<file path="src/logic/rv_isa_pkg.sv">
`default_nettype none

package rv_isa_pkg;

  localparam int xlen          = 32;
  localparam int mem_words     = 256;
  localparam int mem_addr_bits = 8;

  // Opcodes of the supported RV32I subset.
  localparam logic [6:0] op_op    = 7'b0110011;
  localparam logic [6:0] op_imm   = 7'b0010011;
  localparam logic [6:0] op_load  = 7'b0000011;
  localparam logic [6:0] op_store = 7'b0100011;
  localparam logic [6:0] op_jal   = 7'b1101111;
  localparam logic [6:0] op_jalr  = 7'b1100111;
  localparam logic [6:0] op_auipc = 7'b0010111;

  // ------------------------------
  // Instruction formats
  // ------------------------------
  typedef struct packed {
    logic [6:0] funct7;
    logic [4:0] rs2;
    logic [4:0] rs1;
    logic [2:0] funct3;
    logic [4:0] rd;
    logic [6:0] opcode;
  } r_fmt_t;

  typedef struct packed {
    logic [11:0] imm;
    logic [4:0]  rs1;
    logic [2:0]  funct3;
    logic [4:0]  rd;
    logic [6:0]  opcode;
  } i_fmt_t;

  typedef struct packed {
    logic [6:0] imm_hi;
    logic [4:0] rs2;
    logic [4:0] rs1;
    logic [2:0] funct3;
    logic [4:0] imm_lo;
    logic [6:0] opcode;
  } s_fmt_t;

  // Immediate bits arrive as imm[20|10:1|11|19:12].
  typedef struct packed {
    logic [19:0] imm;
    logic [4:0]  rd;
    logic [6:0]  opcode;
  } j_fmt_t;

  typedef struct packed {
    logic [19:0] imm;
    logic [4:0]  rd;
    logic [6:0]  opcode;
  } u_fmt_t;

  typedef union packed {
    r_fmt_t r_fmt;
    i_fmt_t i_fmt;
    s_fmt_t s_fmt;
    j_fmt_t j_fmt;
    u_fmt_t u_fmt;
  } instr_t;

endpackage

`default_nettype wire

</file>
<file path="src/logic/rv_ctrl_pkg.sv">
`default_nettype none

package rv_ctrl_pkg;

  // One execute and one write-back state per instruction class.
  typedef enum logic [3:0] {
    st_fetch,
    st_decode,
    st_ex_addsub,
    st_ex_addi,
    st_ex_load,
    st_ex_store,
    st_ex_jal,
    st_ex_jalr,
    st_ex_auipc,
    st_wb_addsub,
    st_wb_addi,
    st_wb_load,
    st_wb_store,
    st_wb_jal,
    st_wb_jalr,
    st_wb_auipc
  } ctrl_state_t;

  typedef enum logic [1:0] {
    rf_src_mem    = 2'b00,  // Load data.
    rf_src_alu    = 2'b01,
    rf_src_link   = 2'b10,  // PC + 4.
    rf_src_pc_imm = 2'b11
  } rf_src_t;

endpackage

`default_nettype wire

</file>
<file path="src/logic/control_fsm.sv">
`timescale 1ns/1ps
`default_nettype none

module control_fsm (
  input  logic                clk,
  input  logic                reset,
  input  logic                run,
  input  logic [6:0]          opcode,
  output logic                load_ir,
  output logic                load_pc,
  output logic                we_rf,
  output logic                we_mem,
  output logic                alu_imm,
  output logic                pc_jump,
  output logic                pc_rel,
  output logic                addr_pc,
  output rv_ctrl_pkg::rf_src_t rf_src
);

  import rv_isa_pkg::*;
  import rv_ctrl_pkg::*;

  ctrl_state_t state, state_next;
  logic        wb_phase;

  always_ff @(posedge clk or posedge reset) begin
    if (reset) begin
      state <= st_fetch;
    end else begin
      state <= state_next;
    end
  end

  // ------------------------------
  // Next state
  // ------------------------------
  always_comb begin
    state_next = st_fetch;
    case (state)
      st_fetch:     state_next = run ? st_decode : st_fetch;
      st_decode: begin
        case (opcode)
          op_imm:   state_next = st_ex_addi;
          op_load:  state_next = st_ex_load;
          op_store: state_next = st_ex_store;
          op_jal:   state_next = st_ex_jal;
          op_jalr:  state_next = st_ex_jalr;
          op_auipc: state_next = st_ex_auipc;
          default:  state_next = st_ex_addsub;  // Unknown opcodes run as add/sub.
        endcase
      end
      st_ex_addsub: state_next = st_wb_addsub;
      st_ex_addi:   state_next = st_wb_addi;
      st_ex_load:   state_next = st_wb_load;
      st_ex_store:  state_next = st_wb_store;
      st_ex_jal:    state_next = st_wb_jal;
      st_ex_jalr:   state_next = st_wb_jalr;
      st_ex_auipc:  state_next = st_wb_auipc;
      default:      state_next = st_fetch;  // All write-back states end the instruction.
    endcase
  end

  // ------------------------------
  // Output decode
  // ------------------------------
  assign wb_phase = state inside {st_wb_addsub, st_wb_addi, st_wb_load, st_wb_store,
                                  st_wb_jal, st_wb_jalr, st_wb_auipc};

  // Selects are held through execute and write-back so the datapath settles early.
  always_comb begin
    load_ir = 1'b0;
    addr_pc = 1'b0;
    alu_imm = 1'b0;
    pc_jump = 1'b0;
    pc_rel  = 1'b0;
    rf_src  = rf_src_alu;
    case (state)
      st_fetch: begin
        load_ir = run;
        addr_pc = run;
      end
      st_ex_addi, st_wb_addi: begin
        alu_imm = 1'b1;
      end
      st_ex_load, st_wb_load: begin
        alu_imm = 1'b1;
        rf_src  = rf_src_mem;
      end
      st_ex_store, st_wb_store: begin
        alu_imm = 1'b1;
      end
      st_ex_jal, st_wb_jal: begin
        pc_jump = 1'b1;
        pc_rel  = 1'b1;
        rf_src  = rf_src_link;
      end
      st_ex_jalr, st_wb_jalr: begin
        pc_jump = 1'b1;
        rf_src  = rf_src_link;
      end
      st_ex_auipc, st_wb_auipc: begin
        pc_rel = 1'b1;
        rf_src = rf_src_pc_imm;
      end
      default: begin
      end
    endcase
  end

  // The edge that ends write-back commits the instruction.
  assign load_pc = wb_phase;
  assign we_mem  = (state == st_wb_store);
  assign we_rf   = state inside {st_wb_addsub, st_wb_addi, st_wb_load,
                                 st_wb_jal, st_wb_jalr, st_wb_auipc};

  // A commit writes the register file or the memory but never both, and it moves the PC.
  assert property (@(posedge clk) disable iff (reset)
    (we_rf || we_mem) |-> !(we_rf && we_mem) && load_pc);

  // A fetch starts only once the previous instruction has committed.
  assert property (@(posedge clk) disable iff (reset)
    load_ir |-> (state == st_fetch) && ($past(state == st_fetch) || $past(load_pc)));

endmodule

`default_nettype wire

</file>
<file path="config.mk">
export PLATFORM = sky130hd
export DESIGN_NAME = control_fsm
export DESIGN_NICKNAME = d
export VERILOG_FILES = /design/src/logic/rv_isa_pkg.sv /design/src/logic/rv_ctrl_pkg.sv /design/src/logic/control_fsm.sv
export SDC_FILE = /design/constraint.sdc
export NUM_CORES = 1
export LEC_CHECK = 0
export BUFFER_PORTS_ARGS = -buffer_cell sky130_fd_sc_hd__buf_2
export CAP_MARGIN = 20
export CORE_AREA = 2 2 39 41
export DETAILED_ROUTE_END_ITERATION = 6
export DIE_AREA = 0 0 41 43
export SYNTH_ARGS = -nofsm -noshare
export SYNTH_HDL_FRONTEND = slang
export SYNTH_SLANG_ARGS = --single-unit
</file>
<file path="constraint.sdc">
create_clock -name clk -period 1.05 [get_ports clk]
set_input_delay 0.105 -clock clk [delete_from_list [all_inputs] [get_ports clk]]
set_output_delay 0.105 -clock clk [all_outputs]
set_load 0.05 [all_outputs]
</file>
# == Yosys cells after proc, flatten, opt, wreduce, memory -nomap -nowiden ==
# Index checks and enable logic that the tools add are counted.
# classes
n_mux,8
n_eq_ne,21
n_reduce_logical,8
# op_table
cell,n
$pmux 4 s9,1
$eq 4x4->1 const B,8
$pmux 4 s6,1
$eq 4x3->1 const B,4
$eq 7x5->1 const B,2
$eq 7x7->1 const B,2
$eq 4x2->1 const B,2
$reduce_or 4->1,2
$eq 7x2->1 const B,1
$eq 7x6->1 const B,1
$reduce_bool 7->1,1
$pmux 2 s3,1
$reduce_bool 6->1,1
$reduce_or 6->1,1
$mux 1,5
$eq 4x1->1 const B,1
$logic_not 4->1,1
$reduce_or 2->1,2
# totals
output_inout_bits,10
in_bits,10
regBits,4
wordCells,38

# == Logic depth before layout (Yosys ltp) ==
# Gate-level depths: netlist of run 1.
# logic_depth
depth_word,3
mapped_depth,5
mapped_depth_nobuf,3

# == Least setup slack after synthesis of run 1 ==
# OpenSTA, ideal clock, no wires.
# synth_timing
path_kind,reg2reg
startpoint,register state[1]
endpoint,register state[3]
arrival_time_ns,1.594
setup_slack_ns,-0.711
n_path_buf,1
setup_ns,0.167
stages_incl_launch_ff,5
period_less_slack_ns,1.761
t_required_ns,0.883
path_cell_list,dfrtp_1 > buf_2 > nor2_1 > a21boi_1 > nor2_1
# synth_via
elab_chain_len,2
word_cells_on_any_way,10
# synth_lines
item,line_no,rtl
start: declaration,control_fsm.sv:23,"ctrl_state_t state, state_next;"
start signal: assignment,control_fsm.sv:28,state <= st_fetch;
start signal: assignment,control_fsm.sv:30,state <= state_next;
"$eq 4x4->1, or another cell as far along",control_fsm.sv:39,case (state)
$pmux 4 s9 (*),control_fsm.sv:39,
via state_next[3],control_fsm.sv:23,
# Mark *: on every way through the listed nets, which the timed path passes. The rest lies on a longest branch.

# == Worst setup path in the final report of run 1 ==
# layout_timing
startpoint,register state[1]
endpoint,output pc_rel
# layout_via
elab_chain_len,3
word_cells_on_any_way,6
# layout_lines
item,line_no,rtl
$eq 4x4->1 / $eq 4x3->1 (equally long branches),control_fsm.sv:77,case (state)
$reduce_or 4->1 (no source line) (*),-,
$mux 1 (*),control_fsm.sv:77,
end: declaration,control_fsm.sv:15,"output logic pc_rel,"
# Every way passes the cells marked *; elsewhere a longest branch is shown, timed or not.

==> results.yml, run 1 <==
layout:
  drive_gt1_share_pct: 80.5
  top_register: "state"
  antenna-diode-count: 0
  largest_registers: "state (4)"
  syn2layout_area_growth_pct: 154
  largest_register_ffs: 4
  final.fill_count: 74
  final_nets: 125
  layout.cells.non_filler: 129
route:
  antenna_violating_nets_post_route: 0
  firstDrtPassIters: 4
  wirelength_um: 1960
  detailedRoute.firstIterationViolations: 1
  routed_via_density: 5.20
  drcViolationCount: 0
  routed-via-count: 671
  route.detailed.wl_per_inst_um: 15.2
synth:
  ys_ff_latch: 4
  synth_top_cell_by_area: "sky130_fd_sc_hd__dfrtp_1"
  synth-warning-count: 0
  seq_area_frac_synth_pct: 21.6
  synth_cell_types: 34
  synth.net_count: 73
  synthFlopType: "sky130_fd_sc_hd__dfrtp_1"
  synth.top_cells.by_area: "sky130_fd_sc_hd__dfrtp_1 (22%), sky130_fd_sc_hd__nor2_1 (5.7%), sky130_fd_sc_hd__buf_2 (5.4%)"
  avgSynthCellArea_um2: 7.37
  synth_cells: 63
  netlist_area_um2: 464
  post-synth-top-area-fraction_pct: 21.6
  number_of_flops_mapped_to_enable_cells_by_yosys: 0
  yosys-top-cells-count: "sky130_fd_sc_hd__nor2_1 (7), sky130_fd_sc_hd__buf_2 (5), sky130_fd_sc_hd__nand2_1 (5)"
  synth.most_common_cell: "sky130_fd_sc_hd__nor2_1"
  share_of_synthesized_registers_carrying_an_async_set_or_reset_pct: 100
timing:
  maxClockFrequency_ghz: 0.670
  final.setup_skew_ns: 0.00572
  hold_ws_ns: 0.193
  timing.final.ws_setup_ns: -0.443
  rsz0062_at_grt: "yes"
  setup_viols_final: 14
  final_min_period_over_clock_period_pct: 142
  slew_headroom_pct: 76.7
  tightest_slew_ns: 0.345
  post-route-min-period_ns: 1.49
  finalMaxSlewViolations: 0
  finalHoldViolCount: 0
critical_path:
  path_class: "register to output port"
  setup.worst_path.end_class: "output port"
  worstPathArrival_ns: 1.39
  worst_setup_path_start_kind: "register"
  crit_path_top_delay_cell: "sky130_fd_sc_hd__dfrtp_2"
  critical_path.max_fanout: 6
  timing.critical_path.required_ns: 0.94
  cells_along_the_critical_path: "buf_4, a221oi_4, a21oi_4, buf_6"
  critical_path.max_stage_delay_ns: 0.46
floorplanning:
  fp.dieH_um: 43
  start_util_pct: 33.5
  coreArea_mm2: 0.00138
  placementRows: 14
  die_area_mm2: 0.00176
  die-width_um: 41
  design.portCount: 20
place:
  place.port_buffers: 19
  place.gp.congestion: 0.794
  dp.cells: 117
  dpl_worst_slack_ns: -0.402
  hpwl_after_dpl_um: 1090
worst_hold_path:
  min_path_type: "input pin to register"
clock_tree:
  cts_tree: "yes"
  cts_buffers: 3
  htree_num_levels: 1
  tritoncts_num_sinks: 4
  ctsLongestPathBuffers: 2
  cts.root.buffer_cell: "sky130_fd_sc_hd__clkbuf_4"
  clock_insertion_delay_worst_skew_ns: 0.24
  clkSlewWorstSetupHoldPaths_ns: 0.04
run_status:
  run_status: "complete, but fails checks"
  violations: "negative setup slack"
grt:
  gr-usage-all-layers_pct: 24.4
  grt_first_pass_wirelength_um: 2930
  grt_remaining_overflow: 0
  first_global_vias: 677
  antenna_violations_before_repair: 0
  maximum_number_of_pins_on_one_net_before_global_route_repair: 10
flow_run:
  max_capacitance_violation_count: 0
==> cell families (layout without fill, tap and decap cells) <==
kind of cell / Yosys count / in the layout / synth area share (%)
flops: 4 / 4 / 21.6
simple gates: 29 / 29 / 36.1
buf+inv: 8 / 58 / 8.63
xor+xnor: 3 / 3 / 5.66
compound gates: 19 / 19 / 28.0
==> worst max-delay path, delay by kind of cell, from the launching register on <==
kind	cells	cell delay, ns
compound gates	2	0.35
buf+inv	2	0.34
flops	1	0.46
==> metrics by stage <==
stage,instance area (µm²),TNS (ns),util (%)
3_3_place_gp,823,-3.84,59.5
3_5_place_dp,823,-4.09,59.5
6_report,1180,-5.36,85.1
4_1_cts,1120,-4.90,81.1
2_1_floorplan,592,-1.73,-
5_1_grt,1180,-5.88,85.1
==> layout make-up <==
cell class	count	area (µm²)	area share, %
tap	16	20.0	1.70
sequential	4	105	8.93
clock buffer	3	22.5	1.91
multi-input combinational	51	529	45.0
timing repair buffer	53	490	41.7
inverter	2	10.0	0.850
==> worst paths after layout <==
kind,start,to,slack (ns),depth (start not counted)
setup reg to reg,state[1],state[0],-0.43,5
min in group asynchronous,reset,state[2],0.30,3
setup / recovery,state[1],pc_rel,-0.44,4
hold reg to reg,state[0],state[0],0.76,3
max in group asynchronous,reset,state[0],0.58,3
hold / removal,opcode[3],state[0],0.19,3
==> cell usage in the layout, fill, tap and decap left out, types with 2 or more instances in the layout <==
master / netlist / final
sky130_fd_sc_hd__a21oi_4: 0 / 3
sky130_fd_sc_hd__nor2_4: 0 / 4
sky130_fd_sc_hd__nand2b_4: 0 / 2
sky130_fd_sc_hd__xnor2_1: 2 / 2
sky130_fd_sc_hd__o21ai_2: 0 / 2
sky130_fd_sc_hd__buf_2: 5 / 9
sky130_fd_sc_hd__dfrtp_2: 0 / 4
sky130_fd_sc_hd__buf_8: 0 / 5
sky130_fd_sc_hd__clkbuf_4: 0 / 3
sky130_fd_sc_hd__nor2_1: 7 / 2
sky130_fd_sc_hd__buf_4: 1 / 18
sky130_fd_sc_hd__o21ai_0: 4 / 2
sky130_fd_sc_hd__nand2_2: 0 / 2
sky130_fd_sc_hd__buf_6: 0 / 20
==> per-layer routing <==
metal,vias to the layer above,track usage (%),wire length [µm]
li1,333,-,-
met1,319,29.3,872
met2,15,40.3,1040
met3,4,3.66,28
met4,0,10.7,25
met5,-,0,0
==> what timing repair did <==
| item | CTS | global route |
|---|---|---|
| setup endpoints to repair | 14 | 14 |
| pin swaps | 16 | 7 |
| setup buffers | 7 | 2 |
| endpoints found under the hold margin | 4 | 0 |
| resized for setup | 63 | 12 |
| hold buffers | 1 | 0 |
Power of run 1 is left out: the tool's default activity adds up to more than one toggle a clock period on the data nets, which glitch-free logic cannot reach.
==> run 2: changes to the inputs <==
Settings changed: SKIP_LAST_GASP from default to 1.
==> run 2 against run 1 <==
- the flow still finishes with violations (negative setup slack)
- first-iteration DRC count rose to 5.0 times the previous value
- hold slack worse by 0.0029 ns
- non-clock buffer count up 2
- largest cell class unchanged
==> results.yml, run 2 (same netlist as run 1, synthesis figures left out) <==
run_status:
  run_status: "complete, but fails checks"
  violations: "negative setup slack"
clock_tree:
  cts_buffers: 3
  clkSlewWorstSetupHoldPaths_ns: 0.04
  cts_tree: "yes"
  tritoncts_num_sinks: 4
  htree_num_levels: 1
  ctsLongestPathBuffers: 2
  clock_insertion_delay_worst_skew_ns: 0.24
  cts.root.buffer_cell: "sky130_fd_sc_hd__clkbuf_4"
floorplanning:
  die-width_um: 41
  start_util_pct: 33.5
  die_area_mm2: 0.00176
  fp.dieH_um: 43
  design.portCount: 20
  placementRows: 14
  coreArea_mm2: 0.00138
layout:
  layout.cells.non_filler: 131
  most-common-layout-cells: "sky130_fd_sc_hd__buf_4 (22), sky130_fd_sc_hd__buf_6 (18), sky130_fd_sc_hd__buf_2 (9), sky130_fd_sc_hd__buf_8 (5)"
  final.fill_count: 70
  drive_gt1_share_pct: 80.0
  largest_registers: "state (4)"
  postLayoutCoreUtil_pct: 86.5
  top_register: "state"
  antenna-diode-count: 0
  syn2layout_area_growth_pct: 158
  mostFrequentLayoutCell: "sky130_fd_sc_hd__buf_4"
  final_nets: 127
  largest_register_ffs: 4
  multi_input_area_um2: 544
  area.sequential_um2: 105
  post-route-cell-area_mm2: 0.00120
place:
  dpl_cell_area_um2: 823
  dp.cells: 117
  hpwl_after_dpl_um: 1090
  place.port_buffers: 19
  dpl_worst_slack_ns: -0.402
  place.gp.congestion: 0.794
timing:
  finalHoldViolCount: 0
  setup_viols_final: 14
  rsz0062_at_grt: "yes"
  final_min_period_over_clock_period_pct: 145
  timing.final.ws_setup_ns: -0.473
  tightest_slew_ns: 0.353
  finalMaxSlewViolations: 0
  maxClockFrequency_ghz: 0.657
  post-route-min-period_ns: 1.52
  slew_headroom_pct: 76.1
  final.setup_skew_ns: 0.0114
route:
  wirelength_um: 2080
  detailedRoute.firstIterationViolations: 5
  routed_via_density: 5.38
  routed-via-count: 705
  antenna_violating_nets_post_route: 0
  firstDrtPassIters: 4
  route.detailed.wl_per_inst_um: 15.8
  drcViolationCount: 0
flow_run:
  max_capacitance_violation_count: 0
critical_path:
  family_of_cells_with_the_greatest_summed_delay_on_the_critical_path: "flip-flops"
  path_class: "register to output port"
  critical_path_depth: 5
  crit_path_top_delay_cell: "sky130_fd_sc_hd__dfrtp_2"
  crit_end: "rf_src[1]"
  critical_path.max_stage_delay_ns: 0.44
  rr_worst_depth: 5
  crit-reg2reg-capture: "state[0]"
  worst_setup_path_start_kind: "register"
  flop_to_flop_setup_slack_ns: -0.44
  worst_setup_path_startpoint: "state[2]"
  timing.critical_path.required_ns: 0.94
  cells_along_the_critical_path: "buf_4, nand2_1, o21ai_2, a22o_2, buf_8"
  setup.worst_path.end_class: "output port"
  worstPathArrival_ns: 1.42
  regToRegStartpoint: "state[1]"
  critical_path.max_fanout: 9
  critical_path.n_buffers_inverters: 2
grt:
  gr-usage-met3_pct: 4.71
  gr-usage-all-layers_pct: 24.2
  maximum_number_of_pins_on_one_net_before_global_route_repair: 10
  first_global_vias: 647
  grt_remaining_overflow: 0
  antenna_violations_before_repair: 0
  gr-usage-met1_pct: 28.0
  top_usage_layer: "met2"
  grt_first_pass_wirelength_um: 2880
  met2_usage_pct: 39.7
worst_hold_path:
  min_path_type: "input pin to register"
[run 2: cell types whose count changed in the layout (fill, tap and decap cells not counted), sizes merged]
cell	delta
buf	+2
[run 2: how the worst min path moves through the flow]
stage | start | to | slack [ns] | cells after the start
6_report | opcode[3] | state[0] | 0.19 | 3
5_1_grt | opcode[3] | state[0] | 0.21 | 3
4_1_cts | opcode[3] | state[0] | 0.18 | 3
3_5_place_dp | reset | state[3] | -0.01 | 2
3_3_place_gp | reset | state[2] | -0.02 | 2
2_1_floorplan | reset | state[0] | -0.13 | 1
[run 2: worst min-delay path, stage by stage]
cell	delay (ns)
sky130_fd_sc_hd__buf_2	0.09
sky130_fd_sc_hd__or4_1	0.11
sky130_fd_sc_hd__o22ai_2	0.07
[run 2: final cells by class]
cell class,instances,share of cell area [%]
multi-input cells,51,45.5
inverters,2,0.627
repair buffers,55,41.6
flip-flops and latches,4,8.78
clock buffers,3,1.88
well taps,16,1.67
[run 2: metrics by stage]
step           setup TNS [ns]  hold WS [ns]
2_1_floorplan           -1.73        -0.129
3_3_place_gp            -3.84       -0.0156
3_5_place_dp            -4.09       -0.0145
4_1_cts                 -4.93         0.181
5_1_grt                 -6.25         0.212
6_report                -5.52         0.190
[run 2: timing repair]
action                                 in CTS  in global routing
setup buffers                               7                  4
gates resized for setup                    59                 13
setup endpoints to repair                  14                 14
pin swaps                                  16                  8
hold buffers                                1                  0
endpoints found under the hold margin       4                  0
[run 2: routing by layer]
layer	wire length, µm	vias to the layer above
met5	0	-
met4	47	0
met3	82	9
met2	1160	30
met1	787	331
li1	-	335
Power of run 2 is left out for the same reason.
